[config.mk]
export PLATFORM = sky130hd
export DESIGN_NAME = cpu
export DESIGN_NICKNAME = d
export VERILOG_FILES = /design/src/common/cpuPkg.sv /design/src/common/ctrlIf.sv /design/src/decode/controlDecoder.sv /design/src/decode/trapEncoder.sv /design/src/execute/aluSkip.sv /design/src/logic/cpu.sv /design/src/logic/registerBank.sv
export SDC_FILE = /design/constraint.sdc
export NUM_CORES = 1
export LEC_CHECK = 0
export ABC_AREA = 1
export BUFFER_PORTS_ARGS = -buffer_cell sky130_fd_sc_hd__buf_2
export CAP_MARGIN = 10
export CORE_AREA = 3 3 182 184
export DETAILED_ROUTE_END_ITERATION = 16
export DIE_AREA = 0 0 185 187
export PLACE_DENSITY = 0.75
export SLEW_MARGIN = 10
export SYNTH_ARGS = -nofsm -noshare
export SYNTH_HDL_FRONTEND = slang
export SYNTH_HIERARCHICAL = 1
export SYNTH_SLANG_ARGS = --single-unit
[constraint.sdc]
create_clock -name clk -period 5.8 [get_ports clk]
set_input_delay 1.16 -clock clk [delete_from_list [all_inputs] [get_ports clk]]
set_output_delay 1.16 -clock clk [all_outputs]
set_load 0.005 [all_outputs]
[src/common/cpuPkg.sv]
`default_nettype none

package cpuPkg;

  // Data, address and instruction word
  typedef logic [15:0] wordT;
  typedef logic [2:0]  regIdxT;
  typedef logic [3:0]  opcodeT;
  typedef logic [2:0]  aluFuncT;
  typedef logic [2:0]  condT;
  typedef logic [3:0]  trapNrT;

  // Opcodes, bits 15..12 of the instruction
  localparam opcodeT opAlu     = 4'd0;
  localparam opcodeT opLdi     = 4'd1;
  localparam opcodeT opLd      = 4'd2;
  localparam opcodeT opSt      = 4'd3;
  localparam opcodeT opSkip    = 4'd4;
  localparam opcodeT opSyscall = 4'd5;
  localparam opcodeT opReti    = 4'd6;
  localparam opcodeT opHlt     = 4'd7;

  // ALU functions, bits 2..0
  localparam aluFuncT funcAdd   = 3'd0;
  localparam aluFuncT funcSub   = 3'd1;
  localparam aluFuncT funcAnd   = 3'd2;
  localparam aluFuncT funcOr    = 3'd3;
  localparam aluFuncT funcXor   = 3'd4;
  localparam aluFuncT funcShl1  = 3'd5;
  localparam aluFuncT funcShr1  = 3'd6;
  localparam aluFuncT funcPassA = 3'd7;

  // Skip conditions, tested on rA - rB
  localparam condT condZero     = 3'd0;
  localparam condT condNonZero  = 3'd1;
  localparam condT condNeg      = 3'd2;
  localparam condT condNonNeg   = 3'd3;
  localparam condT condPos      = 3'd4;
  localparam condT condNonPos   = 3'd5;
  localparam condT condAlways   = 3'd6;
  localparam condT condNever    = 3'd7;

  // Trap numbers, written to supervisor R1
  localparam trapNrT trapNone      = 4'd0;
  localparam trapNrT trapSyscall   = 4'd1;
  localparam trapNrT trapUart      = 4'd2;
  localparam trapNrT trapPageFault = 4'd3;

  typedef enum logic [2:0] {
    Fetch,
    Decode,
    Exec,
    Trap,
    Halt
  } cpuStateT;

endpackage

`default_nettype wire

[src/common/ctrlIf.sv]
`timescale 1ns/1ps
`default_nettype none

interface ctrlIf;

  cpuPkg::regIdxT  rA;
  cpuPkg::regIdxT  rB;
  cpuPkg::regIdxT  rd;
  cpuPkg::aluFuncT aluFunc;
  cpuPkg::condT    cond;
  cpuPkg::wordT    imm;
  logic            opSelImm;
  logic            resultFromMem;
  logic            regWrite;
  logic            pcAdvance;
  logic            skipCheck;
  logic            bankToSuper;
  logic            bankToUser;
  logic            trapWrite;

  modport decode (
    output rA, rB, rd, aluFunc, cond, imm, opSelImm, resultFromMem,
           regWrite, pcAdvance, skipCheck, bankToSuper, bankToUser, trapWrite
  );

  modport exec (input aluFunc, cond, imm, opSelImm, resultFromMem, skipCheck);

  modport regs (
    input rA, rB, rd, regWrite, pcAdvance, bankToSuper, bankToUser, trapWrite
  );

endinterface

`default_nettype wire

[src/decode/controlDecoder.sv]
`timescale 1ns/1ps
`default_nettype none

module controlDecoder (
  input  logic         clk,
  input  logic         reset,
  input  cpuPkg::wordT ramOut,
  input  logic         pending,
  input  logic         inSuper,
  ctrlIf.decode        ctrl,
  output logic         ack,
  output logic         syscallReq,
  output logic         we,
  output logic         re,
  output logic         hlt,
  output logic         addrFromReg
);

  cpuPkg::cpuStateT state;
  cpuPkg::cpuStateT nextState;
  cpuPkg::wordT     ir;
  cpuPkg::opcodeT   opcode;
  logic             inExec;
  logic             inTrap;
  logic             writesReg;

  assign opcode = ir[15:12];
  assign inExec = (state == cpuPkg::Exec);
  assign inTrap = (state == cpuPkg::Trap);

  // IR loads straight from the memory output while fetching
  always_ff @(posedge clk) begin
    if (state == cpuPkg::Fetch) begin
      ir <= ramOut;
    end
  end

  always_ff @(posedge clk) begin
    if (reset) begin
      state <= cpuPkg::Fetch;
    end else begin
      state <= nextState;
    end
  end

  always_comb begin
    nextState = state;
    case (state)
      cpuPkg::Fetch:  nextState = cpuPkg::Decode;
      cpuPkg::Decode: nextState = cpuPkg::Exec;
      cpuPkg::Exec: begin
        // Traps are taken at the fetch boundary and only from user code
        if (opcode == cpuPkg::opHlt) begin
          nextState = cpuPkg::Halt;
        end else if (pending && !inSuper) begin
          nextState = cpuPkg::Trap;
        end else begin
          nextState = cpuPkg::Fetch;
        end
      end
      cpuPkg::Trap:   nextState = cpuPkg::Fetch;
      cpuPkg::Halt:   nextState = cpuPkg::Halt;
      default:        nextState = cpuPkg::Fetch;
    endcase
  end

  // Field decode
  always_comb begin
    ctrl.rA            = ir[8:6];
    ctrl.rB            = ir[5:3];
    ctrl.rd            = ir[11:9];
    ctrl.cond          = ir[11:9];
    ctrl.imm           = {{7{ir[8]}}, ir[8:0]};
    ctrl.aluFunc       = cpuPkg::funcAdd;
    ctrl.opSelImm      = 1'b0;
    ctrl.resultFromMem = 1'b0;
    writesReg          = 1'b0;
    case (opcode)
      cpuPkg::opAlu: begin
        ctrl.aluFunc = ir[2:0];
        writesReg    = 1'b1;
      end
      cpuPkg::opLdi: begin
        // R0 plus immediate since the rA bits belong to the immediate
        ctrl.rA       = '0;
        ctrl.opSelImm = 1'b1;
        writesReg     = 1'b1;
      end
      cpuPkg::opLd: begin
        ctrl.resultFromMem = 1'b1;
        writesReg          = 1'b1;
      end
      cpuPkg::opSkip: begin
        ctrl.aluFunc = cpuPkg::funcSub;
      end
      default: begin
        writesReg = 1'b0;
      end
    endcase
  end

  // All strobes last a single cycle
  assign ctrl.regWrite    = inExec && writesReg;
  assign ctrl.pcAdvance   = inExec && (opcode != cpuPkg::opHlt);
  assign ctrl.skipCheck   = inExec && (opcode == cpuPkg::opSkip);
  assign ctrl.bankToUser  = inExec && (opcode == cpuPkg::opReti);
  assign ctrl.bankToSuper = inTrap;
  assign ctrl.trapWrite   = inTrap;
  assign ack              = inTrap;
  assign syscallReq       = inExec && (opcode == cpuPkg::opSyscall) && !inSuper;

  // Memory side, no read while reset is held
  assign re          = (state == cpuPkg::Fetch) && !reset;
  assign we          = inExec && (opcode == cpuPkg::opSt);
  assign addrFromReg = inExec && ((opcode == cpuPkg::opLd) || (opcode == cpuPkg::opSt));
  assign hlt         = (state == cpuPkg::Halt);

endmodule

`default_nettype wire

[src/decode/trapEncoder.sv]
`timescale 1ns/1ps
`default_nettype none

module trapEncoder (
  input  logic           clk,
  input  logic           reset,
  input  logic           uartIntr,
  input  logic           pageFault,
  input  logic           syscallReq,
  input  logic           ack,
  output logic           pending,
  output cpuPkg::trapNrT trapNr
);

  logic faultLatch;
  logic syscallLatch;
  logic faultAny;
  logic syscallAny;

  // Live request counts too, so a syscall traps on the very next boundary
  assign faultAny   = faultLatch || pageFault;
  assign syscallAny = syscallLatch || syscallReq;

  always_ff @(posedge clk) begin
    if (reset) begin
      faultLatch   <= 1'b0;
      syscallLatch <= 1'b0;
    end else begin
      if (pageFault) begin
        faultLatch <= 1'b1;
      end
      if (syscallReq) begin
        syscallLatch <= 1'b1;
      end
      // Granted source is consumed by ack
      if (ack && (trapNr == cpuPkg::trapPageFault)) begin
        faultLatch <= 1'b0;
      end
      if (ack && (trapNr == cpuPkg::trapSyscall)) begin
        syscallLatch <= 1'b0;
      end
    end
  end

  // Page fault first, then UART level, then syscall
  always_comb begin
    if (faultAny) begin
      trapNr = cpuPkg::trapPageFault;
    end else if (uartIntr) begin
      trapNr = cpuPkg::trapUart;
    end else if (syscallAny) begin
      trapNr = cpuPkg::trapSyscall;
    end else begin
      trapNr = cpuPkg::trapNone;
    end
  end

  assign pending = faultAny || uartIntr || syscallAny;

endmodule

`default_nettype wire

[src/execute/aluSkip.sv]
`timescale 1ns/1ps
`default_nettype none

module aluSkip (
  ctrlIf.exec          ctrl,
  input  cpuPkg::wordT opA,
  input  cpuPkg::wordT opB,
  input  cpuPkg::wordT ramOut,
  output cpuPkg::wordT result,
  output logic         skip
);

  cpuPkg::wordT opSecond;
  cpuPkg::wordT aluOut;
  logic         isZero;
  logic         isNeg;
  logic         condMet;

  assign opSecond = ctrl.opSelImm ? ctrl.imm : opB;

  always_comb begin
    case (ctrl.aluFunc)
      cpuPkg::funcAdd:   aluOut = opA + opSecond;
      cpuPkg::funcSub:   aluOut = opA - opSecond;
      cpuPkg::funcAnd:   aluOut = opA & opSecond;
      cpuPkg::funcOr:    aluOut = opA | opSecond;
      cpuPkg::funcXor:   aluOut = opA ^ opSecond;
      cpuPkg::funcShl1:  aluOut = {opA[14:0], 1'b0};
      cpuPkg::funcShr1:  aluOut = {1'b0, opA[15:1]};
      default:           aluOut = opA;
    endcase
  end

  // Loads take the memory word, everything else the ALU
  assign result = ctrl.resultFromMem ? ramOut : aluOut;

  // Flags of rA - rB
  assign isZero = (aluOut == '0);
  assign isNeg  = aluOut[15];

  always_comb begin
    case (ctrl.cond)
      cpuPkg::condZero:    condMet = isZero;
      cpuPkg::condNonZero: condMet = !isZero;
      cpuPkg::condNeg:     condMet = isNeg;
      cpuPkg::condNonNeg:  condMet = !isNeg;
      cpuPkg::condPos:     condMet = !isNeg && !isZero;
      cpuPkg::condNonPos:  condMet = isNeg || isZero;
      cpuPkg::condAlways:  condMet = 1'b1;
      default:             condMet = 1'b0;
    endcase
  end

  assign skip = ctrl.skipCheck && condMet;

endmodule

`default_nettype wire

[src/logic/cpu.sv]
`timescale 1ns/1ps
`default_nettype none

module cpu #(
  parameter cpuPkg::wordT trapVector  = 16'h0100,
  parameter cpuPkg::wordT userStartPc = 16'h0000
) (
  input  logic         clk,
  input  logic         reset,
  input  cpuPkg::wordT ramOut,
  input  logic         uartIntr,
  input  logic         pageFault,
  output cpuPkg::wordT ramIn,
  output cpuPkg::wordT ramAddr,
  output logic         we,
  output logic         re,
  output logic         hlt
);

  cpuPkg::wordT   opA;
  cpuPkg::wordT   opB;
  cpuPkg::wordT   pc;
  cpuPkg::wordT   aluResult;
  cpuPkg::trapNrT trapNr;
  logic           skip;
  logic           pending;
  logic           ack;
  logic           syscallReq;
  logic           inSuper;
  logic           addrFromReg;

  ctrlIf ctrl ();

  controlDecoder controlDecoder (
    .clk         (clk),
    .reset       (reset),
    .ramOut      (ramOut),
    .pending     (pending),
    .inSuper     (inSuper),
    .ctrl        (ctrl.decode),
    .ack         (ack),
    .syscallReq  (syscallReq),
    .we          (we),
    .re          (re),
    .hlt         (hlt),
    .addrFromReg (addrFromReg)
  );

  trapEncoder trapEncoder (
    .clk        (clk),
    .reset      (reset),
    .uartIntr   (uartIntr),
    .pageFault  (pageFault),
    .syscallReq (syscallReq),
    .ack        (ack),
    .pending    (pending),
    .trapNr     (trapNr)
  );

  aluSkip aluSkip (
    .ctrl   (ctrl.exec),
    .opA    (opA),
    .opB    (opB),
    .ramOut (ramOut),
    .result (aluResult),
    .skip   (skip)
  );

  registerBank #(
    .trapVector  (trapVector),
    .userStartPc (userStartPc)
  ) registerBank (
    .clk     (clk),
    .reset   (reset),
    .ctrl    (ctrl.regs),
    .result  (aluResult),
    .skip    (skip),
    .trapNr  (trapNr),
    .opA     (opA),
    .opB     (opB),
    .pc      (pc),
    .inSuper (inSuper)
  );

  // Fetch uses the PC, loads and stores address through rA
  assign ramAddr = addrFromReg ? opA : pc;
  assign ramIn   = opB;

endmodule

`default_nettype wire

[src/logic/registerBank.sv]
`timescale 1ns/1ps
`default_nettype none

module registerBank #(
  parameter cpuPkg::wordT trapVector  = 16'h0100,
  parameter cpuPkg::wordT userStartPc = 16'h0000
) (
  input  logic           clk,
  input  logic           reset,
  ctrlIf.regs            ctrl,
  input  cpuPkg::wordT   result,
  input  logic           skip,
  input  cpuPkg::trapNrT trapNr,
  output cpuPkg::wordT   opA,
  output cpuPkg::wordT   opB,
  output cpuPkg::wordT   pc,
  output logic           inSuper
);

  localparam logic userBank  = 1'b0;
  localparam logic superBank = 1'b1;

  // Bank 0 is user, bank 1 is supervisor; R0 has no storage
  cpuPkg::wordT regFile [0:1][1:7];
  cpuPkg::wordT pcStep;

  always_comb begin
    if (ctrl.rA == '0) begin
      opA = '0;
    end else begin
      opA = regFile[inSuper][ctrl.rA];
    end
  end

  always_comb begin
    if (ctrl.rB == '0) begin
      opB = '0;
    end else begin
      opB = regFile[inSuper][ctrl.rB];
    end
  end

  assign pc     = regFile[inSuper][7];
  assign pcStep = skip ? 16'd4 : 16'd2;

  always_ff @(posedge clk) begin
    if (reset) begin
      regFile[userBank][7]  <= userStartPc;
      regFile[superBank][7] <= trapVector;
      inSuper               <= userBank;
    end else begin
      if (ctrl.pcAdvance) begin
        regFile[inSuper][7] <= pc + pcStep;
      end

      // A write to R7 wins over the advance
      if (ctrl.regWrite && (ctrl.rd != '0)) begin
        regFile[inSuper][ctrl.rd] <= result;
      end

      if (ctrl.trapWrite) begin
        regFile[superBank][1] <= {12'b0, trapNr};
      end

      if (ctrl.bankToSuper) begin
        inSuper <= superBank;
      end

      // Return from trap, handler restarts at the vector next time
      if (ctrl.bankToUser) begin
        inSuper               <= userBank;
        regFile[superBank][7] <= trapVector;
      end
    end
  end

endmodule

`default_nettype wire

# Word-level counts from Yosys, hierarchy flattened
# Memories as Yosys holds them, arrays and structs flattened. A register that Yosys moved wholly into a read port is not among the register bits.
# Index checks and enable logic that the tools add are counted.
# word_totals
ram_bits,224
input_bits,20
wordCells,363
out_inout_bits,35
n_memories,1
register_bits,22
# memory_table
name,words,word_bits,rd,rd_clocked_by_memory_dff,write_ports,line,rtl
registerBank.regFile,2,112,1,1,2,registerBank.sv:24,cpuPkg::wordT regFile [0:1][1:7];
# classes
bitwise,125
mux,159
add_sub_neg,3
n_eq_ne,27
n_lt_le_gt_ge,4
n_reduce_logical,39
# ops
operator,n
2-to-1 mux 112 bit,3
2-to-1 mux 16 bit,11
2-to-1 mux 1 bit,132
OR 1 bit,113
case mux 16 bit (7 select lines),1
OR reduction 112 bit,1
binary-select mux 16 bit (select 3 bit),2
demux 16 bit (select 3 bit),1
adder 16 bit,2
"== test 3 bit, second input constant",7
"== test 3 x 2 -> 1 bit, second input constant",6
AND 16 bit,1
"== test 4 x 3 -> 1 bit, second input constant",4
logical AND 1 bit,16
logical NOT 16 bit,1
OR 16 bit,1
subtractor 16 bit,1
bitwise XOR 16 bit,1
logical NOT 3 bit,5
"== test 4 x 2 -> 1 bit, second input constant",3
">= comparator 4 bit, second input constant",3
inverter 3 -> 4 bit,3
case mux 3 bit (4 select lines),1
"== test 3 x 1 -> 1 bit, second input constant",3
19 further kinds,35

# Longest topological paths before layout
# Gate-level depths: netlist of the first run.
# logic_depth
depth_word,18
ltp_mapped,52

# Cells and area by module
# The synthesis of the first run kept the hierarchy.
# modules_own_cells
mod,instances,seq_area_each_um2,cells_per_inst,area_each_um2
registerBank,1,6486.2,1105,10969.3
aluSkip,1,0.0,642,3404.5
controlDecoder,1,540.5,102,977.2
cpu,1,0.0,52,244.0
trapEncoder,1,40.0,16,112.6

# Worst setup path before layout of the first run
# Ideal clock, no wire load.
# synth_path
path_type,register to register
start,register controlDecoder.ir[3]
end,"memory registerBank/regFile[0][3] (netlist bit), data pin"
path_buffers,3
path_stages_with_launch,41
synth_period_minus_slack_ns,5.711
arrival_time_ns,5.455
t_required_ns,5.543
setup_slack_ns,0.089
setup_ns,0.257
cell_sequence,edfxtp_1 buf_4 or2_2 buf_1 clkbuf_1 nor2_1 nor3_1 a21oi_1 nand2_4 nand2_2 inv_1 ha_1 inv_1 nor2_1 nand3_1 nor2_1 nand3_1 inv_1 [... 5 more ...] nand2_1 a21oi_1 nand3_1 nand3_2 nand2_4 a21oi_4 nand3_2 nand2_2 a21oi_1 a21oi_1 inv_1 ha_1 fa_1 or2_2 nand3_1 o21ai_0 inv_1 nor2_1
# synth_lines
item,line,rtl
"start, declared",controlDecoder.sv:21,cpuPkg::wordT ir;
"start signal, assigned",controlDecoder.sv:34,ir <= ramOut;
"end, declared",registerBank.sv:24,

==> results of run 1 <==
[cell usage in the layout (no fill, tap or decap), drive strengths merged, types with 3 or more instances in the layout]
| cell type | n |
|---|---|
| nand4 | 19 |
| mux2i | 51 |
| o22ai | 19 |
| a21oi | 103 |
| o211ai | 25 |
| clkinv | 6 |
| a32o | 5 |
| buf | 343 |
| clkbuf | 32 |
| inv | 202 |
| bufinv | 3 |
| nand2 | 649 |
| nand3b | 6 |
| or2 | 19 |
| o2111ai | 3 |
| dfxtp | 35 |
| xor2 | 14 |
| o221ai | 5 |
| a31oi | 3 |
| o21ai | 125 |
| edfxtp | 212 |
| nor3 | 35 |
| nand3 | 81 |
| nor2 | 135 |
| ha | 51 |
| clkinvlp | 4 |
[power by group]
group          total [mW]  internal, mW  switching, mW
clock                1.63         0.939          0.689
combinational        4.51          1.71           2.80
sequential           2.48          2.45         0.0349
total                8.62          5.09           3.53
[worst reg2reg max path: cells and delay by family, from the launching register on]
family / cells / cell delay (ns)
simple gates: 19 / 1.91
flops: 1 / 0.42
xor+xnor: 1 / 0.20
buf+inv: 9 / 0.99
fa+ha+maj: 3 / 0.91
compound gates: 8 / 1.14
[Yosys cell counts, types with 7 or more instances]
cell / number
nand2_2: 43
nor2_1: 123
nand2_4: 11
o22ai_1: 19
clkbuf_1: 34
inv_1: 181
o21ai_0: 113
buf_6: 14
nand2_1: 595
nand3_2: 9
nand4_1: 19
inv_2: 15
xor2_1: 14
nor3_1: 33
mux2i_1: 51
buf_2: 11
a21oi_1: 99
edfxtp_1: 212
nand3_1: 72
nor2_2: 7
buf_4: 38
o211ai_1: 24
or2_2: 13
ha_1: 51
o21ai_1: 11
dfxtp_1: 35
[sequential cells by signal (all words and copies together), names as in the netlist, named ones only]
register	cells
registerBank/inSuper	1
trapEncoder/faultLatch	1
registerBank/regFile	224
trapEncoder/syscallLatch	1
controlDecoder/ir	16
controlDecoder/state	3
[cell type report]
type / instances / area, um2 / area share
timing repair buffer: 345 / 2730 / 0.137
tap: 402 / 503 / 0.0253
multi-input combinational: 1366 / 8010 / 0.402
clock buffer: 30 / 644 / 0.0324
clock inverter: 15 / 183 / 0.00918
inverter: 200 / 766 / 0.0385
sequential: 247 / 7070 / 0.355
[cells by family after synthesis]
family / count (synthesis)
simple gates: 949
buf+inv: 305
compound gates: 297
flops: 247
fa+ha+maj: 53
mux: 51
xor+xnor: 14
other cells: 1
[routing by layer]
layer | track usage | vias to the layer above | wire length (um)
met2 | 0.478 | 924 | 25100
met3 | 0.0510 | 164 | 5540
met5 | 0 | - | 0
met4 | 0.112 | 0 | 2390
met1 | 0.402 | 7023 | 21200
li1 | - | 6884 | -
[timing repair]
action                     in CTS  in global routing
setup endpoints to repair      28                 30
buffers inserted               11                 21
gates resized for setup        47                191
pin swaps                      12                 79
cloned                          0                  2
[stage by stage]
stage	cells	setup TNS, ns	instance area [um2]
floorplan	1918	0	15700
global placement	2527	-5.77	17900
detailed placement	2527	-7.60	17900
CTS	2583	0	19000
global route	2605	-7.05	19900
finish	2605	-0.191	19900
[path summary, 6_finish.rpt]
kind / end / slack [ns]
min reg2reg: registerBank/regFile[1][7]$_SDFFE_PP0P_ / 0.47
min: registerBank/regFile[1][7]$_SDFFE_PP0P_ / 0.47
max reg2reg: registerBank/regFile[0][3]$_SDFFCE_PN0P_ / -0.06
max: registerBank/regFile[0][3]$_SDFFCE_PN0P_ / -0.06
==> results.tsv, run 1 <==
metric	value	unit
ant_nets	0	
synth_edf_count	212	
nFillCells	2582	
wire_per_inst	20.8	um
muxShareOfSynthArea	0.0325	
vias_per_cell	5.76	
dp_slack	-0.389	ns
synthAdderAreaFrac	0.0432	
yosys_warnings	6	
worstHoldPathType	reg -> reg	
slew_headroom	0.349	
power_leakage	8.65	nW
rsz0062_at_grt	true	
worstPathRequired	6.05	ns
place.gp.congestion	0.988	
cts_tree	built	
synth-xor-area-share	0.00781	
hold_buffers	0	
grt_usage	0.297	
critical_path_buf_inv_count	9	
violations	negative setup slack	
grt_pass1_wl	80000	um
hp-start	registerBank/regFile[1][7]$_SDFFE_PP0P_	
synth_flop_cell	edfxtp_1	
final_nets	2258	
synth_top_family_by_area	simple AND/OR/NAND/NOR gates	
hold_ws	0.472	ns
ios	55	
num_rows	65	
die_w	185	um
crit_path_start_kind	register	
drcViolationCount	0	
final_util	0.631	
fin_skew	0.0267	ns
fin_crit	5.86	ns
numCtsBuffers	25	
synth.area.top_cells	edfxtp_1, nand2_1, dfxtp_1	
min_delay_path_depth	2	
syn_inst	1917	
syn_area_per_cell	8.19	um2
worst_pin_slew	0.976	ns
synthSimpleGateAreaFrac	0.265	
path_depth	40	
start_util	0.498	
finalHoldViolations	0	
first_global_vias	14038	
die_y	187	um
worstSetupEndpointType	register	
fin_crit_sh	1.01	
h-tree-depth	1	
synth_compound_area_frac	0.108	
layout_setup_ws	-0.0634	ns
drive_above_1_share	0.309	
grt_start_max_net_pins	29	
portBuffers	54	
drtIter0Drc	1954	
slowest_delay	0.42	ns
yosys.area.top_type	edfxtp_1	
place_hpwl	39000	um
antenna_cells	0	
postRouteWirelength	54300	um
ys_types	58	
antenna_found_initial	0	
drv_cap	0	
clock_path_buffers	3	
power_density	433	mW/mm2
path_clk_slew	0.07	ns
crit_family	simple AND/OR/NAND/NOR gates	
fmax	0.171	GHz
clock_sinks	247	
total_power	8.62	mW
dieArea	0.0346	mm2
synth_area	0.0157	mm2
vdd_drop_max	0.347	mV
synth_seq_cells	247	
synth_top_cell_area_share	0.405	
worstRegToRegCells	40	
finalMaxSlewViolations	0	
cts-root-buf	clkbuf_16	
clk_latency	0.54	ns
path_class	reg -> reg	
vias	14995	
worstPathArrival	6.11	ns
core	0.0316	mm2
gr-total-overflow	0	
setup_viol	6	
cpMaxStageDelayCell	dfxtp_4	
ys_seq_area_frac	0.450	
path_max_fanout	14	
syn2layout_area_growth	26.7	%
dr.pass1.iters	6	
outcome	finished with violations	
synthArstFlopShare	0	
No activity file was read; power rests on OpenSTA's default activity.
==> run 2: changes to the inputs <==
- MAX_ROUTING_LAYER: default -> met4
==> run 2 against run 1 <==
- sequential power barely moved
- the flow still finishes with violations (negative setup slack)
- power shrank 1.1%
- sequential share of layout area is 0.15 points higher
- clock skew is essentially flat
- worst hold slack lost 0.00098 ns
- setup slack gained 0.0039 ns
- clock power about the same
==> results.tsv, run 2 (synthesis gave the netlist of run 1 again) <==
metric	value	unit
outcome	finished with violations	
violations	negative setup slack	
worstSetupEndpointType	register	
reg.largest.list	registerBank/regFile (224), controlDecoder/ir (16), controlDecoder/state (3)	
wire_per_inst	20.4	um
power_leakage	8.67	nW
gr-total-overflow	0	
path_max_fanout	8	
crit_family	simple AND/OR/NAND/NOR gates	
vias	15051	
layout_setup_ws	-0.0595	ns
hold_buffers	0	
cts-root-buf	clkbuf_16	
postRouteWirelength	53400	um
dieArea	0.0346	mm2
core	0.0316	mm2
die_w	185	um
fin_crit_sh	1.01	
place_hpwl	39100	um
fin_crit	5.86	ns
rrSetupSlack	-0.06	ns
fmax	0.171	GHz
grt_usage	0.306	
drtIter0Drc	2059	
num_rows	65	
finalHoldViolations	0	
clock_sinks	247	
mostFrequentLayoutCells	nand2_1, buf_4, edfxtp_1	
antenna_found_initial	0	
hold_ws	0.471	ns
ant_nets	0	
vdd_drop_max	0.302	mV
power_density	430	mW/mm2
cts_tree	built	
vias_per_cell	5.75	
antenna_cells	0	
grt_start_max_net_pins	29	
rsz0062_at_grt	true	
hp-start	registerBank/regFile[1][12]$_SDFFE_PP0P_	
worstHoldPathType	reg -> reg	
cpMaxStageDelayCell	a21oi_1	
final_util	0.628	
dr.pass1.iters	6	
drv_cap	0	
setup_viol	8	
mostFrequentLayoutCell	nand2_1	
first_global_vias	14116	
worst_pin_slew	0.941	ns
slew_headroom	0.372	
grt_pass1_wl	79800	um
slowest_delay	0.48	ns
final_nets	2272	
ios	55	
largest-register	registerBank/regFile	
portBuffers	54	
finalMaxSlewViolations	0	
fin_skew	0.0269	ns
numCtsBuffers	24	
drive_above_1_share	0.307	
largest_register_ff_count	224	
worstPathArrival	6.14	ns
clock_path_buffers	3	
place.gp.congestion	1.01	
path_class	reg -> reg	
h-tree-depth	1	
worstPathRequired	6.08	ns
crit_path_start_kind	register	
drcViolationCount	0	
path_common_cell	nand2_2	
syn2layout_area_growth	26.2	%
path_clk_slew	0.07	ns
critical_path_buf_inv_count	8	
clk_latency	0.55	ns
start_util	0.498	
nFillCells	2620	
die_y	187	um
[run 2: cell types whose count changed in the layout (fill, tap and decap cells not counted), moves of 8 or more]
cell	delta
buf_4	+17
o21ai_0	-12
buf_12	-11
nand2_1	+9
buf_6	+8
nand2_2	-8
[run 2: cell type report]
class | count | area, um2 | share of cell area
clock inverter | 16 | 209 | 0.0105
multi-input combinational | 1367 | 7930 | 0.400
clock buffer | 28 | 616 | 0.0311
sequential | 247 | 7070 | 0.357
tap | 402 | 503 | 0.0254
timing repair buffer | 359 | 2730 | 0.138
inverter | 200 | 769 | 0.0388
[run 2: per-stage QoR]
stage               instance area, um2  power (mW)  setup TNS [ns]  setup WS [ns]  instances
floorplan                        15700        4.50               0         0.0887       1918
global placement                 17900        6.28           -7.75         -0.389       2532
detailed placement               17900        6.35           -7.84         -0.402       2532
CTS                              19100        8.21               0        0.00234       2594
global route                     19800        8.95           -6.25         -0.324       2619
finish                           19800        8.52          -0.189        -0.0595       2619
[run 2: timing repair]
action,in CTS,in global routing
pin swaps,46,77
endpoints found under the setup margin,28,30
buffers inserted,18,23
gates cloned,1,2
resized for setup,83,160
[run 2: metal layers]
metal	vias up	track usage	wire length, um
met5	-	-	0
met3	165	0.0436	4770
li1	6929	-	-
met4	0	0.116	2470
met2	838	0.475	24600
met1	7119	0.408	21500
[run 2: worst paths after layout]
kind                                          endpoint  cells past startpoint
max          registerBank/regFile[0][10]$_SDFFCE_PN0P_                     40
min           registerBank/regFile[1][12]$_SDFFE_PP0P_                      2
max reg2reg  registerBank/regFile[0][10]$_SDFFCE_PN0P_                     40
min reg2reg   registerBank/regFile[1][12]$_SDFFE_PP0P_                      2
[run 2: report_power, final]
group / switching [mW] / leakage, nW / internal (mW)
Sequential: 0.0368 / 2.23 / 2.45
Clock: 0.693 / 0.394 / 0.949
Combinational: 2.73 / 6.05 / 1.66
Total: 3.46 / 8.67 / 5.06
[run 2: worst register-to-register path, delay by kind of cell, from the launching register on]
family,cells,cell delay [ns]
and+or+nand+nor,21,1.91
xor gates and xnor gates,1,0.19
adders and majority gates,2,0.59
buffers and inverters,8,1.01
AOI/OAI and AO/OA,8,1.55
DFF,1,0.37
